[config.mk]
export PLATFORM = sky130hd
export DESIGN_NAME = fetch_port
export DESIGN_NICKNAME = d
export VERILOG_FILES = /design/src/design/icache_pkg.sv /design/src/design/fetch_port.sv
export SDC_FILE = /design/constraint.sdc
export NUM_CORES = 1
export LEC_CHECK = 0
export ABC_CLOCK_PERIOD_IN_PS = 5550
export BUFFER_PORTS_ARGS = -buffer_cell sky130_fd_sc_hd__buf_2
export CORE_UTILIZATION = 40
export DETAILED_ROUTE_END_ITERATION = 8
export PLACE_DENSITY = 0.76
export SKIP_LAST_GASP = 1
export SYNTH_ARGS = -nofsm -noshare
export SYNTH_HDL_FRONTEND = slang
export SYNTH_SLANG_ARGS = --single-unit
[constraint.sdc]
create_clock -name I_clk -period 5.55 [get_ports I_clk]
set_clock_uncertainty 0.1 [all_clocks]
set_input_delay 1.665 -clock I_clk [delete_from_list [all_inputs] [get_ports I_clk]]
set_output_delay 1.665 -clock I_clk [all_outputs]
set_load 0.01 [all_outputs]
[src/design/icache_pkg.sv]
package icache_pkg;

    //////////////////////////////////////////////////////////////////////
    // cache geometry
    //////////////////////////////////////////////////////////////////////

    // 4 KiB total split as 64 sets of two 32-byte lines
    localparam int line_bytes = 32;
    localparam int set_count  = 64;
    localparam int offset_w   = $clog2(line_bytes);
    localparam int index_w    = $clog2(set_count);
    localparam int tag_w      = 32 - index_w - offset_w;
    localparam int line_w     = line_bytes * 8;
    // memory returns a line in four beats
    localparam int beat_w     = 64;
    // two banks per way
    localparam int bank_w     = line_w / 2;
    localparam int bank_count = 4;

    //////////////////////////////////////////////////////////////////////
    // shared types
    //////////////////////////////////////////////////////////////////////

    // lookup view of a fetch address
    typedef struct packed {
        logic [tag_w-1:0]    tag;
        logic [index_w-1:0]  index;
        logic [offset_w-1:0] offset;
    } fetch_fields_t;

    // raw byte address for memory or split fields for lookup
    typedef union packed {
        logic [31:0]   raw;
        fetch_fields_t fields;
    } fetch_addr_t;

    // request from the cpu port
    typedef struct packed {
        fetch_addr_t addr;
    } fetch_req_t;

    // strobes are active low, upper half of wdata feeds the odd bank
    typedef struct packed {
        logic [bank_count-1:0] cen;
        logic [bank_count-1:0] wen;
        logic [index_w-1:0]    addr;
        logic [line_w-1:0]     wdata;
        logic [line_w-1:0]     wmask;
    } sram_req_t;

endpackage

[src/design/fetch_port.sv]
`timescale 1ns/1ps

module fetch_port (
    input  logic                   I_clk,
    input  logic                   I_rst,
    // four-phase cpu side
    input  logic                   cpu_req,
    input  logic [31:0]            cpu_addr,
    output logic                   cpu_ack,
    output logic [31:0]            cpu_inst,
    // pulse side towards the controller
    output logic                   req_valid,
    output icache_pkg::fetch_req_t req,
    input  logic                   rsp_valid,
    input  logic [31:0]            rsp_inst
);

    // one pass per transaction
    typedef enum logic [1:0] {
        st_idle,
        st_wait,
        st_ack
    } port_state_t;

    port_state_t state;

    //////////////////////////////////////////////////////////////////////
    // handshake sequencing
    //////////////////////////////////////////////////////////////////////

    always_ff @(posedge I_clk) begin
        if (I_rst) begin
            state     <= st_idle;
            req_valid <= 1'b0;
            cpu_ack   <= 1'b0;
        end else begin
            // pulse lasts one cycle only
            req_valid <= 1'b0;
            case (state)
                st_idle: begin
                    // new fetch once the previous ack is gone
                    if (cpu_req && !cpu_ack) begin
                        req_valid <= 1'b1;
                        state     <= st_wait;
                    end
                end
                st_wait: begin
                    // word comes back, raise ack
                    if (rsp_valid) begin
                        cpu_ack <= 1'b1;
                        state   <= st_ack;
                    end
                end
                st_ack: begin
                    // hold ack until the cpu lets go of req
                    if (!cpu_req) begin
                        cpu_ack <= 1'b0;
                        state   <= st_idle;
                    end
                end
                default: state <= st_idle;
            endcase
        end
    end

    // address captured while idle, word held through the ack phase
    always_ff @(posedge I_clk) begin
        if (state == st_idle && cpu_req) begin
            req.addr.raw <= cpu_addr;
        end
        if (state == st_wait && rsp_valid) begin
            cpu_inst <= rsp_inst;
        end
    end

endmodule

==> summary.txt, run 1 <==
STA
  – Hold slack: just over 400 ps
  – Final period util: a little under half
  – Setup TNS: 0 ps
  – Final Hold Fails: 0
  – Relative slew slack: a little over half
  – F_max: roughly 380 MHz
  – RSZ-0062 raised after global routing: false
  – Fin. max-slew vios: 0
  – Post-route minimum period: ~2600 ps
  – Final setup viols: 0
  – Worst slew pin tran: around 700 ps

Pwr
  – Lkg Pwr: approximately 1.3 nW
  – Max rail drop VDD: roughly 0.18 mV
  – PwrDens: between 300 and 400 nW/um2

Clock tree
  – Clock buffer depth: 2
  – Post-cts hold buffer count: 0
  – CTS sink cnt: 68
  – Total setup buffers inserted after CTS: 0
  – Max H-tree Level: 3
  – CTS tree: done
  – Num CTS Buffers: 9
  – Root Buffer Master: clkbuf_8
  – PostCTS Resize Cnt: 0
  – Clk_lat worst skew: 320 ps
  – Clk pin slew, worst setup/hold paths: around 70 ps

Logic synthesis
  – EDFF count, synth: 64
  – Syn nets: 150
  – Ys async rst share: 0%
  – Synthesized flop and latch total: 68
  – Post-synthesis cell count: between 80 and 90
  – Distinct cells, synth: 14
  – Dominant synthesized flop cell: edfxtp_1
  – Synthesized area per cell: about 26 um2
  – Synthesis Warnings: 0
  – Post-synthesis sequential area ratio: 94.5%
  – Synth Cell Area: approximately 2100 um2

Route
  – DRC Markers: 0
  – Met1 wire length: around 1500 um
  – Wire length per cell: between 10 and 15 um
  – Via count: roughly 1300
  – Iter 0 DRT Violations: between 40 and 50
  – Routed Antenna Nets: 0
  – Vias/cell: ~4.2
  – Met2 wire length: 2270 um
  – DRT Wirelength: a little over 4000 um
  – Top sig layer: met4
  – Drt first pass iters: 4
  – Met3 WL: between 200 and 250 um

Global routing
  – First-pass GRT wire length: between 5000 and 6000 um
  – GRT Resource Usage Total: 14.5%
  – GRT overflow: 0
  – Vias in the first global route: 1186
  – Pin count of the biggest net entering global routing: 34
  – Antenna violations before repair: 0

Critical path
  – Critical path type: reg -> out
  – Worst EP arrival: ~850 ps
  – Worst path required time: 3790 ps
  – Critical Path End Type: output port
  – Critical path cell sequence: buf_2
  – Buf/Inv on CP: 1
  – CP startpoint kind: register
  – Slowest stage delay, CP: 380 ps
  – Critical path's top delay family: flip-flops
  – CP max FO: 1
  – CP max-delay cell: edfxtp_1

Floorplan
  – Ports: about 130
  – Die area: 5590 um2
  – Core footprint: 5110 um2
  – Die Wd: between 70 and 80 um
  – Initial core utilization: 41.5%
  – Die Ht: ~75 um
  – Row Count: 26

Worst hold path
  – Hold Crit Class: reg -> reg

Status
  – Status: complete, no violations

Layout
  – Nets: between 200 and 300
  – Most common cell after layout, fill and taps aside: buf_2
  – Antenna diodes: 0
  – Layout area overhead: 45.8%
  – Commonest cells after routing, fill and taps aside: buf_2, edfxtp_1, clkbuf_8
  – Cell area after layout: slightly above 3000 um2
  – Proportion of layout cells with a drive suffix above 1: around 66%
  – FILL cells: 420

Place
  – Detailed placer's ending HPWL: between 3000 and 4000 um
  – Cell area after placement: a little under 3000 um2
  – Port Buffer Count: 133
  – Final Wtd Congestion: ~0.7

Job
  – Max cap viols: 0
==> final timing paths <==
| path | from | end | slack, ps | cells after the start |
|---|---|---|---|---|
| worst min register to register | cpu_ack | cpu_ack | 410 | 2 |
| worst max-delay path | cpu_inst[10] | cpu_inst[10] | 2930 | 1 |
| worst min-delay path | cpu_ack | cpu_ack | 410 | 2 |
| worst max register to register | state[0] | cpu_inst[24] | 3910 | 1 |
==> cell families (layout without fill, tap and decap cells) <==
kind of cell,Yosys count,count (layout),synth area share [%]
AO/OA/AOI/OAI,3,3,1.77
buffers and inverters,1,151,0.177
flip-flops,68,68,94.5
AND/OR/NAND/NOR,10,10,3.60
==> routing by layer <==
| layer | vias to the layer above | track usage [%] |
|---|---|---|
| met5 | - | 0 |
| met4 | 0 | 11.1 |
| met3 | 13 | 4.15 |
| met2 | 57 | 24.3 |
| met1 | 592 | 15.5 |
| li1 | 616 | - |
==> where the power goes <==
group	internal [mW]	total, mW	leakage, nW	switching, mW
logic	0.0371	0.0802	0.574	0.0431
clock network	0.247	0.411	0.105	0.164
registers	0.595	0.603	0.632	0.00770
==> metrics by stage <==
stage	total power, mW	setup WS (ps)	instances	utilization, %
global route	1.13	2880	302	60.5
CTS	1.11	2890	302	60.5
finish	1.09	2930	302	60.5
global placement	0.692	2650	286	56.5
detailed placement	0.696	2630	286	56.5
floorplan	0.645	947	82	-
==> registers in the layout, summed over array words and instances, names as in the netlist <==
name       flops
cpu_inst      32
req           32
state          2
cpu_ack        1
req_valid      1
==> synthesized netlist by cell type (2+ instances only) <==
cell,n,area [um2]
edfxtp_1,64,1920
dfxtp_1,4,80.1
and3b_2,2,20.0
nor3b_1,2,15.0
==> area by class of cell <==
| type | count | area [um2] | area share, % |
|---|---|---|---|
| multi-input combinational | 13 | 119 | 3.85 |
| clock inverter | 7 | 81.3 | 2.63 |
| timing repair buffer | 134 | 673 | 21.8 |
| clock buffer | 9 | 124 | 4.01 |
| inverter | 1 | 3.75 | 0.121 |
| tap | 70 | 87.6 | 2.83 |
| sequential | 68 | 2000 | 64.8 |
Power figures use the tool's default switching activity.
==> run 2, diff against run 1 <==
ABC_CLOCK_PERIOD_IN_PS = 2400   (was 5550)
CORE_UTILIZATION = 37   (was 40)
PLACE_DENSITY = 0.74   (was 0.76)
clock period = 2.4 ns   (was 5.55 ns; I/O delays follow)
==> run 2 against run 1 <==
Net effect: setup slack got worse by 2200 ps; die area up 7.9%; global-route usage about the same; final cell count grew 0.99%; largest power group unchanged; sequential share of layout area fell by 1.3 points; via count increased by 1.6%; hold slack better by 0.92 ps; largest cell class unchanged; register-to-register slack got worse by 3100 ps.
==> summary.txt, run 2 (synthesis gave the netlist of run 1 again) <==
Layout
  – Nets: 296 (+0.34%)
  – Layout Utilization: 57.3% (-3.2 points)
  – Area of the multi-input gates: 125 um2 (+5.3%)
  – Layout area overhead: 48.8%
  – Register area: 2000 um2 (unchanged)
  – Biggest registers after layout: cpu_inst (32), req (32), state (2)
  – Commonest cells after routing, fill and taps aside: buf_2, edfxtp_1, clkbuf_8
  – FILL cells: 433 (+3.1%)
  – Most common cell after layout, fill and taps aside: buf_2
  – Cell area after layout: 3150 um2 (+2.0%)
  – Non-filler instance count after layout: 305 (+0.99%)
  – Proportion of layout cells with a drive suffix above 1: 67.0% (+0.57 points)
  – Antenna diodes: 0 (unchanged)

Critical path
  – Critical path type: reg -> out
  – FF-to-FF path depth: 2 (+1)
  – CP max-delay cell: edfxtp_1
  – CP startpoint kind: register
  – Slowest stage delay, CP: 390 ps (about the same)
  – Levels on crit path: 1 (unchanged)
  – Buf/Inv on CP: 1 (unchanged)
  – Worst EP arrival: 870 ps (+20 ps)
  – R2R Setup Slk: 830 ps (-3080 ps)
  – Worst path required time: 1580 ps (-2210 ps)
  – Critical Path End Type: output port
  – Critical path cell sequence: buf_2
  – Critical path's top delay family: flip-flops
  – CP max FO: 1 (unchanged)

Route
  – Via count: 1299 (+1.6%)
  – Routed Antenna Nets: 0 (unchanged)
  – DRC Markers: 0 (unchanged)
  – Iter 0 DRT Violations: 63 (+50%)
  – Wire length per cell: 13.8 um (+1.9%)
  – Drt first pass iters: 4 (unchanged)
  – Vias/cell: 4.26 (+0.64%)
  – DRT Wirelength: 4210 um (+2.9%)

Pwr
  – Max rail drop VDD: 0.404 mV (+120%)
  – Seq pwr share: 52.1% (-3.0 points)
  – Pint: 2.15 mW (+140%)
  – Lkg Pwr: 1.33 nW (+1.7%)
  – Net load switching power: 0.526 mW (+140%)
  – Comb pwr share: 7.1% (-0.2 points)
  – Clock power share: 40.8% (+3.2 points)
  – PwrDens: 850 nW/um2 (+140%)
  – Tot Pwr: 2.68 mW (+140%)
  – Sw Ratio: 19.7% (about the same)

Place
  – Cell area after placement: 2910 um2 (+1.0%)
  – Detailed placer's ending HPWL: 3240 um (+6.2%)
  – Final Wtd Congestion: 0.726 (+5.4%)
  – Port Buffer Count: 133 (unchanged)
  – Placed cells: 289 (+1.0%)
  – Pre-CTS setup slack: 512 ps (-2110 ps)

Job
  – Max cap viols: 0 (unchanged)

Global routing
  – GRT overflow: 0 (unchanged)
  – Vias in the first global route: 1262 (+6.4%)
  – GRT Resource Usage Total: 14.5% (+0.032 points)
  – First-pass GRT wire length: 6030 um (+8.8%)
  – Pin count of the biggest net entering global routing: 33 (-2.9%)
  – GRT Max-Usage Layer: met2
  – Grt met3 use: 6.94% (+2.8 points)
  – Met2 Resource Use GR: 22.0% (-2.3 points)
  – M1 GR Usage: 16.2% (+0.77 points)
  – Antenna violations before repair: 0 (unchanged)

Floorplan
  – Core footprint: 5510 um2 (+7.8%)
  – Ports: 134 (unchanged)
  – Die Wd: 77.7 um (+3.9%)
  – Row Count: 27 (+3.8%)
  – Die area: 6030 um2 (+7.9%)
  – Initial core utilization: 38.5% (-3.0 points)
  – Die Ht: 77.7 um (+3.9%)

STA
  – Worst slew pin tran: 377 ps (-323 ps)
  – Post-route worst setup slack: 707 ps (-2220 ps)
  – Post-route minimum period: approximately 1700 ps
  – Final period util: a little over two thirds
  – Final Hold Fails: 0 (unchanged)
  – Setup TNS: 0 ps (unchanged)
  – Hold slack: 414 ps (+0.920 ps)
  – Fin. max-slew vios: 0 (unchanged)
  – F_max: approximately 590 MHz
  – Relative slew slack: 74.8% (+22 points)
  – RSZ-0062 raised after global routing: false
  – Final setup viols: 0 (unchanged)

Clock tree
  – CTS tree: done
  – Post-cts hold buffer count: 0 (unchanged)
  – Clk_lat worst skew: 330 ps (about the same)
  – Max H-tree Level: 3 (unchanged)
  – Root Buffer Master: clkbuf_8
  – Num CTS Buffers: 9 (unchanged)
  – CTS sink cnt: 68 (unchanged)
  – PostCTS Resize Cnt: 0 (unchanged)
  – Clk pin slew, worst setup/hold paths: 70 ps (about the same)
  – Clock buffer depth: 2 (unchanged)
  – Total setup buffers inserted after CTS: 0 (unchanged)

Worst hold path
  – Hold Crit Class: reg -> reg
  – Hold path cells: 2 (unchanged)

Status
  – Status: complete, no violations
## run 2: changes by cell type in the layout (fill, tap and decap cells not counted)
cell / delta
buf_12: +1
bufinv_16: +1
clkinv_1: -1
clkinv_2: -2
clkinv_4: +2
nor3b_2: -1
nor3b_4: +1
## run 2: worst paths after layout
path / from / to
worst min register to register: cpu_ack / cpu_ack
worst max-delay path: req[31] / req[31]
worst max register to register: state[0] / cpu_inst[13]
worst min-delay path: cpu_ack / cpu_ack
## run 2: worst min-delay path: stages, from the launching register on
cell and delay (ps):
dfxtp_1 340, inv_1 70, a2111oi_2 60
## run 2: area by class of cell
type	count	area share [%]
clock buffer	9	3.93
clock inverter	7	3.65
inverter	1	0.119
multi-input combinational	13	3.97
sequential	68	63.5
tap	72	2.86
timing repair buffer	135	22.0
## run 2: metal layers
metal / wire length, um / share of wire, %
met4: 87 / 2.1
met3: 531 / 13
met1: 1660 / 40
met5: 0 / 0
met2: 1920 / 46
## run 2: power by group through the flow
stage	Clock (mW)	Combinational, mW	Sequential [mW]
floorplan	0	0.0365	1.45
global placement	0	0.190	1.42
detailed placement	0	0.194	1.42
CTS	1.13	0.194	1.40
global route	1.16	0.208	1.40
finish	1.09	0.191	1.40
==> run 3, diff against run 2 <==
ABC_AREA = 1   (was unset)
ABC_CLOCK_PERIOD_IN_PS = 1500   (was 2400)
clock period = 1.5 ns   (was 2.4 ns; I/O delays follow)
==> run 3 against run 2 <==
Net effect: clock power increased by 27%; first-iteration DRC count increased by 16%; critical path depth unchanged; total power increased by 48%; setup slack got worse by 610 ps; die area decreased by 1.4%; design area decreased by 1.9%; via count increased by 2.2%; global-route usage increased by 0.72 points; final cell count increased by 0.66%; synthesized area decreased by 1.4%; critical endpoint is now cpu_inst[22]; largest power group unchanged; highest routed layer unchanged.
==> summary.txt, run 3 <==
Clock tree
  – CTS tree: done
  – Num CTS Buffers: 9 (unchanged)
  – PostCTS Resize Cnt: 0 (unchanged)
  – Clk pin slew, worst setup/hold paths: 80 ps (about the same)
  – Clock buffer depth: 2 (unchanged)
  – Post-cts hold buffer count: 0 (unchanged)
  – Clk_lat worst skew: 320 ps (about the same)
  – Root Buffer Master: clkbuf_8
  – CTS sink cnt: 68 (unchanged)
  – Max H-tree Level: 3 (unchanged)
  – Total setup buffers inserted after CTS: 0 (unchanged)

STA
  – Post-route minimum period: 1410 ps
  – Final period util: approximately 94%
  – Final Hold Fails: 0 (unchanged)
  – Fin. max-slew vios: 0 (unchanged)
  – Hold slack: 194 ps (-220 ps)
  – Final setup viols: 0 (unchanged)
  – F_max: 710 MHz
  – Relative slew slack: 87.6% (+13 points)
  – Worst slew pin tran: 186 ps (-192 ps)
  – Setup TNS: 0 ps (unchanged)
  – RSZ-0062 raised after global routing: false

Logic synthesis
  – Post-synth top cells: edfxtp_1, dfxtp_1, nor2_1, nand2_1
  – EDFF count, synth: 64 (unchanged)
  – Synth Area in XOR/XNOR: 0% (unchanged)
  – Synthesized flop and latch total: 68 (unchanged)
  – Dominant synthesized flop cell: edfxtp_1
  – Syn nets: 154 (+2.7%)
  – Synthesis Warnings: 0 (unchanged)
  – Post-synthesis cell count: 86 (+4.9%)
  – Synth Area in Adders: 0% (unchanged)
  – Cell with the most instances after synthesis: edfxtp_1
  – Synthesized area per cell: 24.3 um2 (-6.0%)
  – Post-synthesis compound-gate area fraction: 1.08% (-0.69 points)
  – Synth area leaders: edfxtp_1, dfxtp_1, a21oi_2
  – Mux share of post-synthesis cell area: 0% (unchanged)
  – Distinct cells, synth: 12 (-2)
  – Synth top area share: 92.0% (+1.3 points)
  – Synth Area in Simple Gates: 2.57% (-1.0 points)
  – Synth Cell Area: 2090 um2 (-1.4%)
  – Main combinational cell family by area after synthesis: simple AND/OR/NAND/NOR gates
  – Post-synthesis sequential area ratio: 95.8% (+1.4 points)
  – Largest area contributor in the netlist: edfxtp_1
  – Ys async rst share: 0% (unchanged)

Critical path
  – CP max FO: 1 (unchanged)
  – CP max-delay cell: edfxtp_1
  – Critical path type: reg -> out
  – Critical path's top delay family: flip-flops
  – R2R Setup Slk: 100 ps (-730 ps)
  – Slowest stage delay, CP: 390 ps (about the same)
  – Critical path cell sequence: buf_2
  – Worst EP arrival: 860 ps (about the same)
  – Buf/Inv on CP: 1 (unchanged)
  – Critical Path End Type: output port
  – Worst path required time: 950 ps (-630 ps)
  – CP startpoint kind: register

Pwr
  – Net load switching power: 0.851 mW (+62%)
  – Comb pwr share: 8.7% (+1.6 points)
  – Tot Pwr: 3.97 mW (+48%)
  – Lkg Pwr: 1.30 nW (-2.4%)
  – Max rail drop VDD: 0.754 mV (+87%)
  – Sw Ratio: 21.4% (+1.8 points)
  – Clock power share: 34.8% (-6.0 points)
  – Seq pwr share: 56.5% (+4.4 points)
  – Pint: 3.12 mW (+45%)
  – PwrDens: 1280 nW/um2 (+51%)

Floorplan
  – Die Wd: 77.2 um (-0.69%)
  – Initial core utilization: 39.6% (+1.2 points)
  – Die area: 5950 um2 (-1.4%)
  – Ports: 134 (unchanged)
  – Core footprint: 5270 um2 (-4.3%)
  – Row Count: 26 (-3.7%)
  – Die Ht: 77.2 um (-0.69%)

Global routing
  – GRT Resource Usage Total: 15.2% (+0.72 points)
  – Vias in the first global route: 1340 (+6.2%)
  – M1 GR Usage: 15.9% (-0.35 points)
  – GRT overflow: 0 (unchanged)
  – Met2 Resource Use GR: 27.3% (+5.2 points)
  – Grt met3 use: 3.69% (-3.3 points)
  – Antenna violations before repair: 0 (unchanged)
  – Pin count of the biggest net entering global routing: 33 (unchanged)
  – GRT Max-Usage Layer: met2
  – First-pass GRT wire length: 6610 um (+9.6%)

Layout
  – Layout area overhead: 48.1%
  – Most common cell after layout, fill and taps aside: buf_2
  – Commonest cells after routing, fill and taps aside: buf_2, edfxtp_1, clkbuf_8
  – Cell area after layout: 3090 um2 (-1.9%)
  – FILL cells: 438 (+1.2%)
  – Non-filler instance count after layout: 307 (+0.66%)
  – Proportion of layout cells with a drive suffix above 1: 66.2% (-0.71 points)
  – Biggest registers after layout: cpu_inst (32), req (32), state (2)
  – Nets: 300 (+1.4%)
  – Antenna diodes: 0 (unchanged)

Route
  – Iter 0 DRT Violations: 73 (+16%)
  – DRT Wirelength: 4430 um (+5.4%)
  – Routed Antenna Nets: 0 (unchanged)
  – Wire length per cell: 14.4 um (+4.7%)
  – Vias/cell: 4.32 (+1.5%)
  – Via count: 1327 (+2.2%)
  – DRC Markers: 0 (unchanged)
  – Drt first pass iters: 6 (+2)

Place
  – Detailed placer's ending HPWL: 3410 um (+5.2%)
  – Cell area after placement: 2910 um2 (about the same)
  – Final Wtd Congestion: 0.738 (+1.7%)
  – Port Buffer Count: 133 (unchanged)
  – Placed cells: 291 (+0.69%)

Status
  – Status: complete, no violations

Job
  – Max cap viols: 0 (unchanged)

Worst hold path
  – Hold Crit Class: in -> reg
==> run 3: worst paths after layout <==
kind / start / endpoint / cells after the start
worst max-delay path: cpu_inst[22] / cpu_inst[22] / 1
worst min-delay path: rsp_inst[5] / cpu_inst[5] / 1
worst max register to register: state[0] / cpu_inst[6] / 5
worst min register to register: cpu_ack / cpu_ack / 2
==> run 3: final cells by class <==
type / instances / area, um2 / area share, %
clock buffers: 10 / 128 / 4.12
repair buffers: 135 / 706 / 22.8
flip-flops and latches: 68 / 2000 / 64.7
multi-input cells: 15 / 87.6 / 2.83
inverters: 3 / 27.5 / 0.890
well taps: 70 / 87.6 / 2.83
clock inverters: 6 / 55.1 / 1.78
==> run 3: power groups by stage <==
| stage | Combinational [mW] | Sequential, mW | Clock (mW) |
|---|---|---|---|
| 2_1_floorplan | 0.0665 | 2.35 | 0 |
| 3_3_place_gp | 0.341 | 2.28 | 0 |
| 3_5_place_dp | 0.351 | 2.29 | 0 |
| 4_1_cts | 0.352 | 2.25 | 1.40 |
| 5_1_grt | 0.373 | 2.25 | 1.49 |
| 6_report | 0.347 | 2.24 | 1.38 |
==> run 3: worst register-to-register path: cells and delay by family, from the launching register on <==
kind	cells	cell delay, ps
buffers and inverters	3	350
flip-flops	1	410
AND/OR/NAND/NOR	2	210
==> run 3: stage by stage <==
step / setup WS (ps) / utilization [%]
floorplan: -253 / -
global placement: 59.4 / 55.2
detailed placement: 44.5 / 55.2
CTS: 68.1 / 58.7
global route: 22.8 / 58.7
finish: 91.8 / 58.7
==> run 3: cell families (layout without fill, tap and decap cells) <==
group                  count (synthesis)  count (layout)
AO/OA/AOI/OAI                          3               3
AND/OR/NAND/NOR                       12              12
buffers and inverters                  3             154
flip-flops                            68              68
==> run 3: routing by layer <==
metal  share of wire (%)  vias to the layer above
met5                   0                        -
met4                 2.1                        0
met3                 4.3                        9
met2                  59                       48
met1                  35                      648
li1                    -                      622
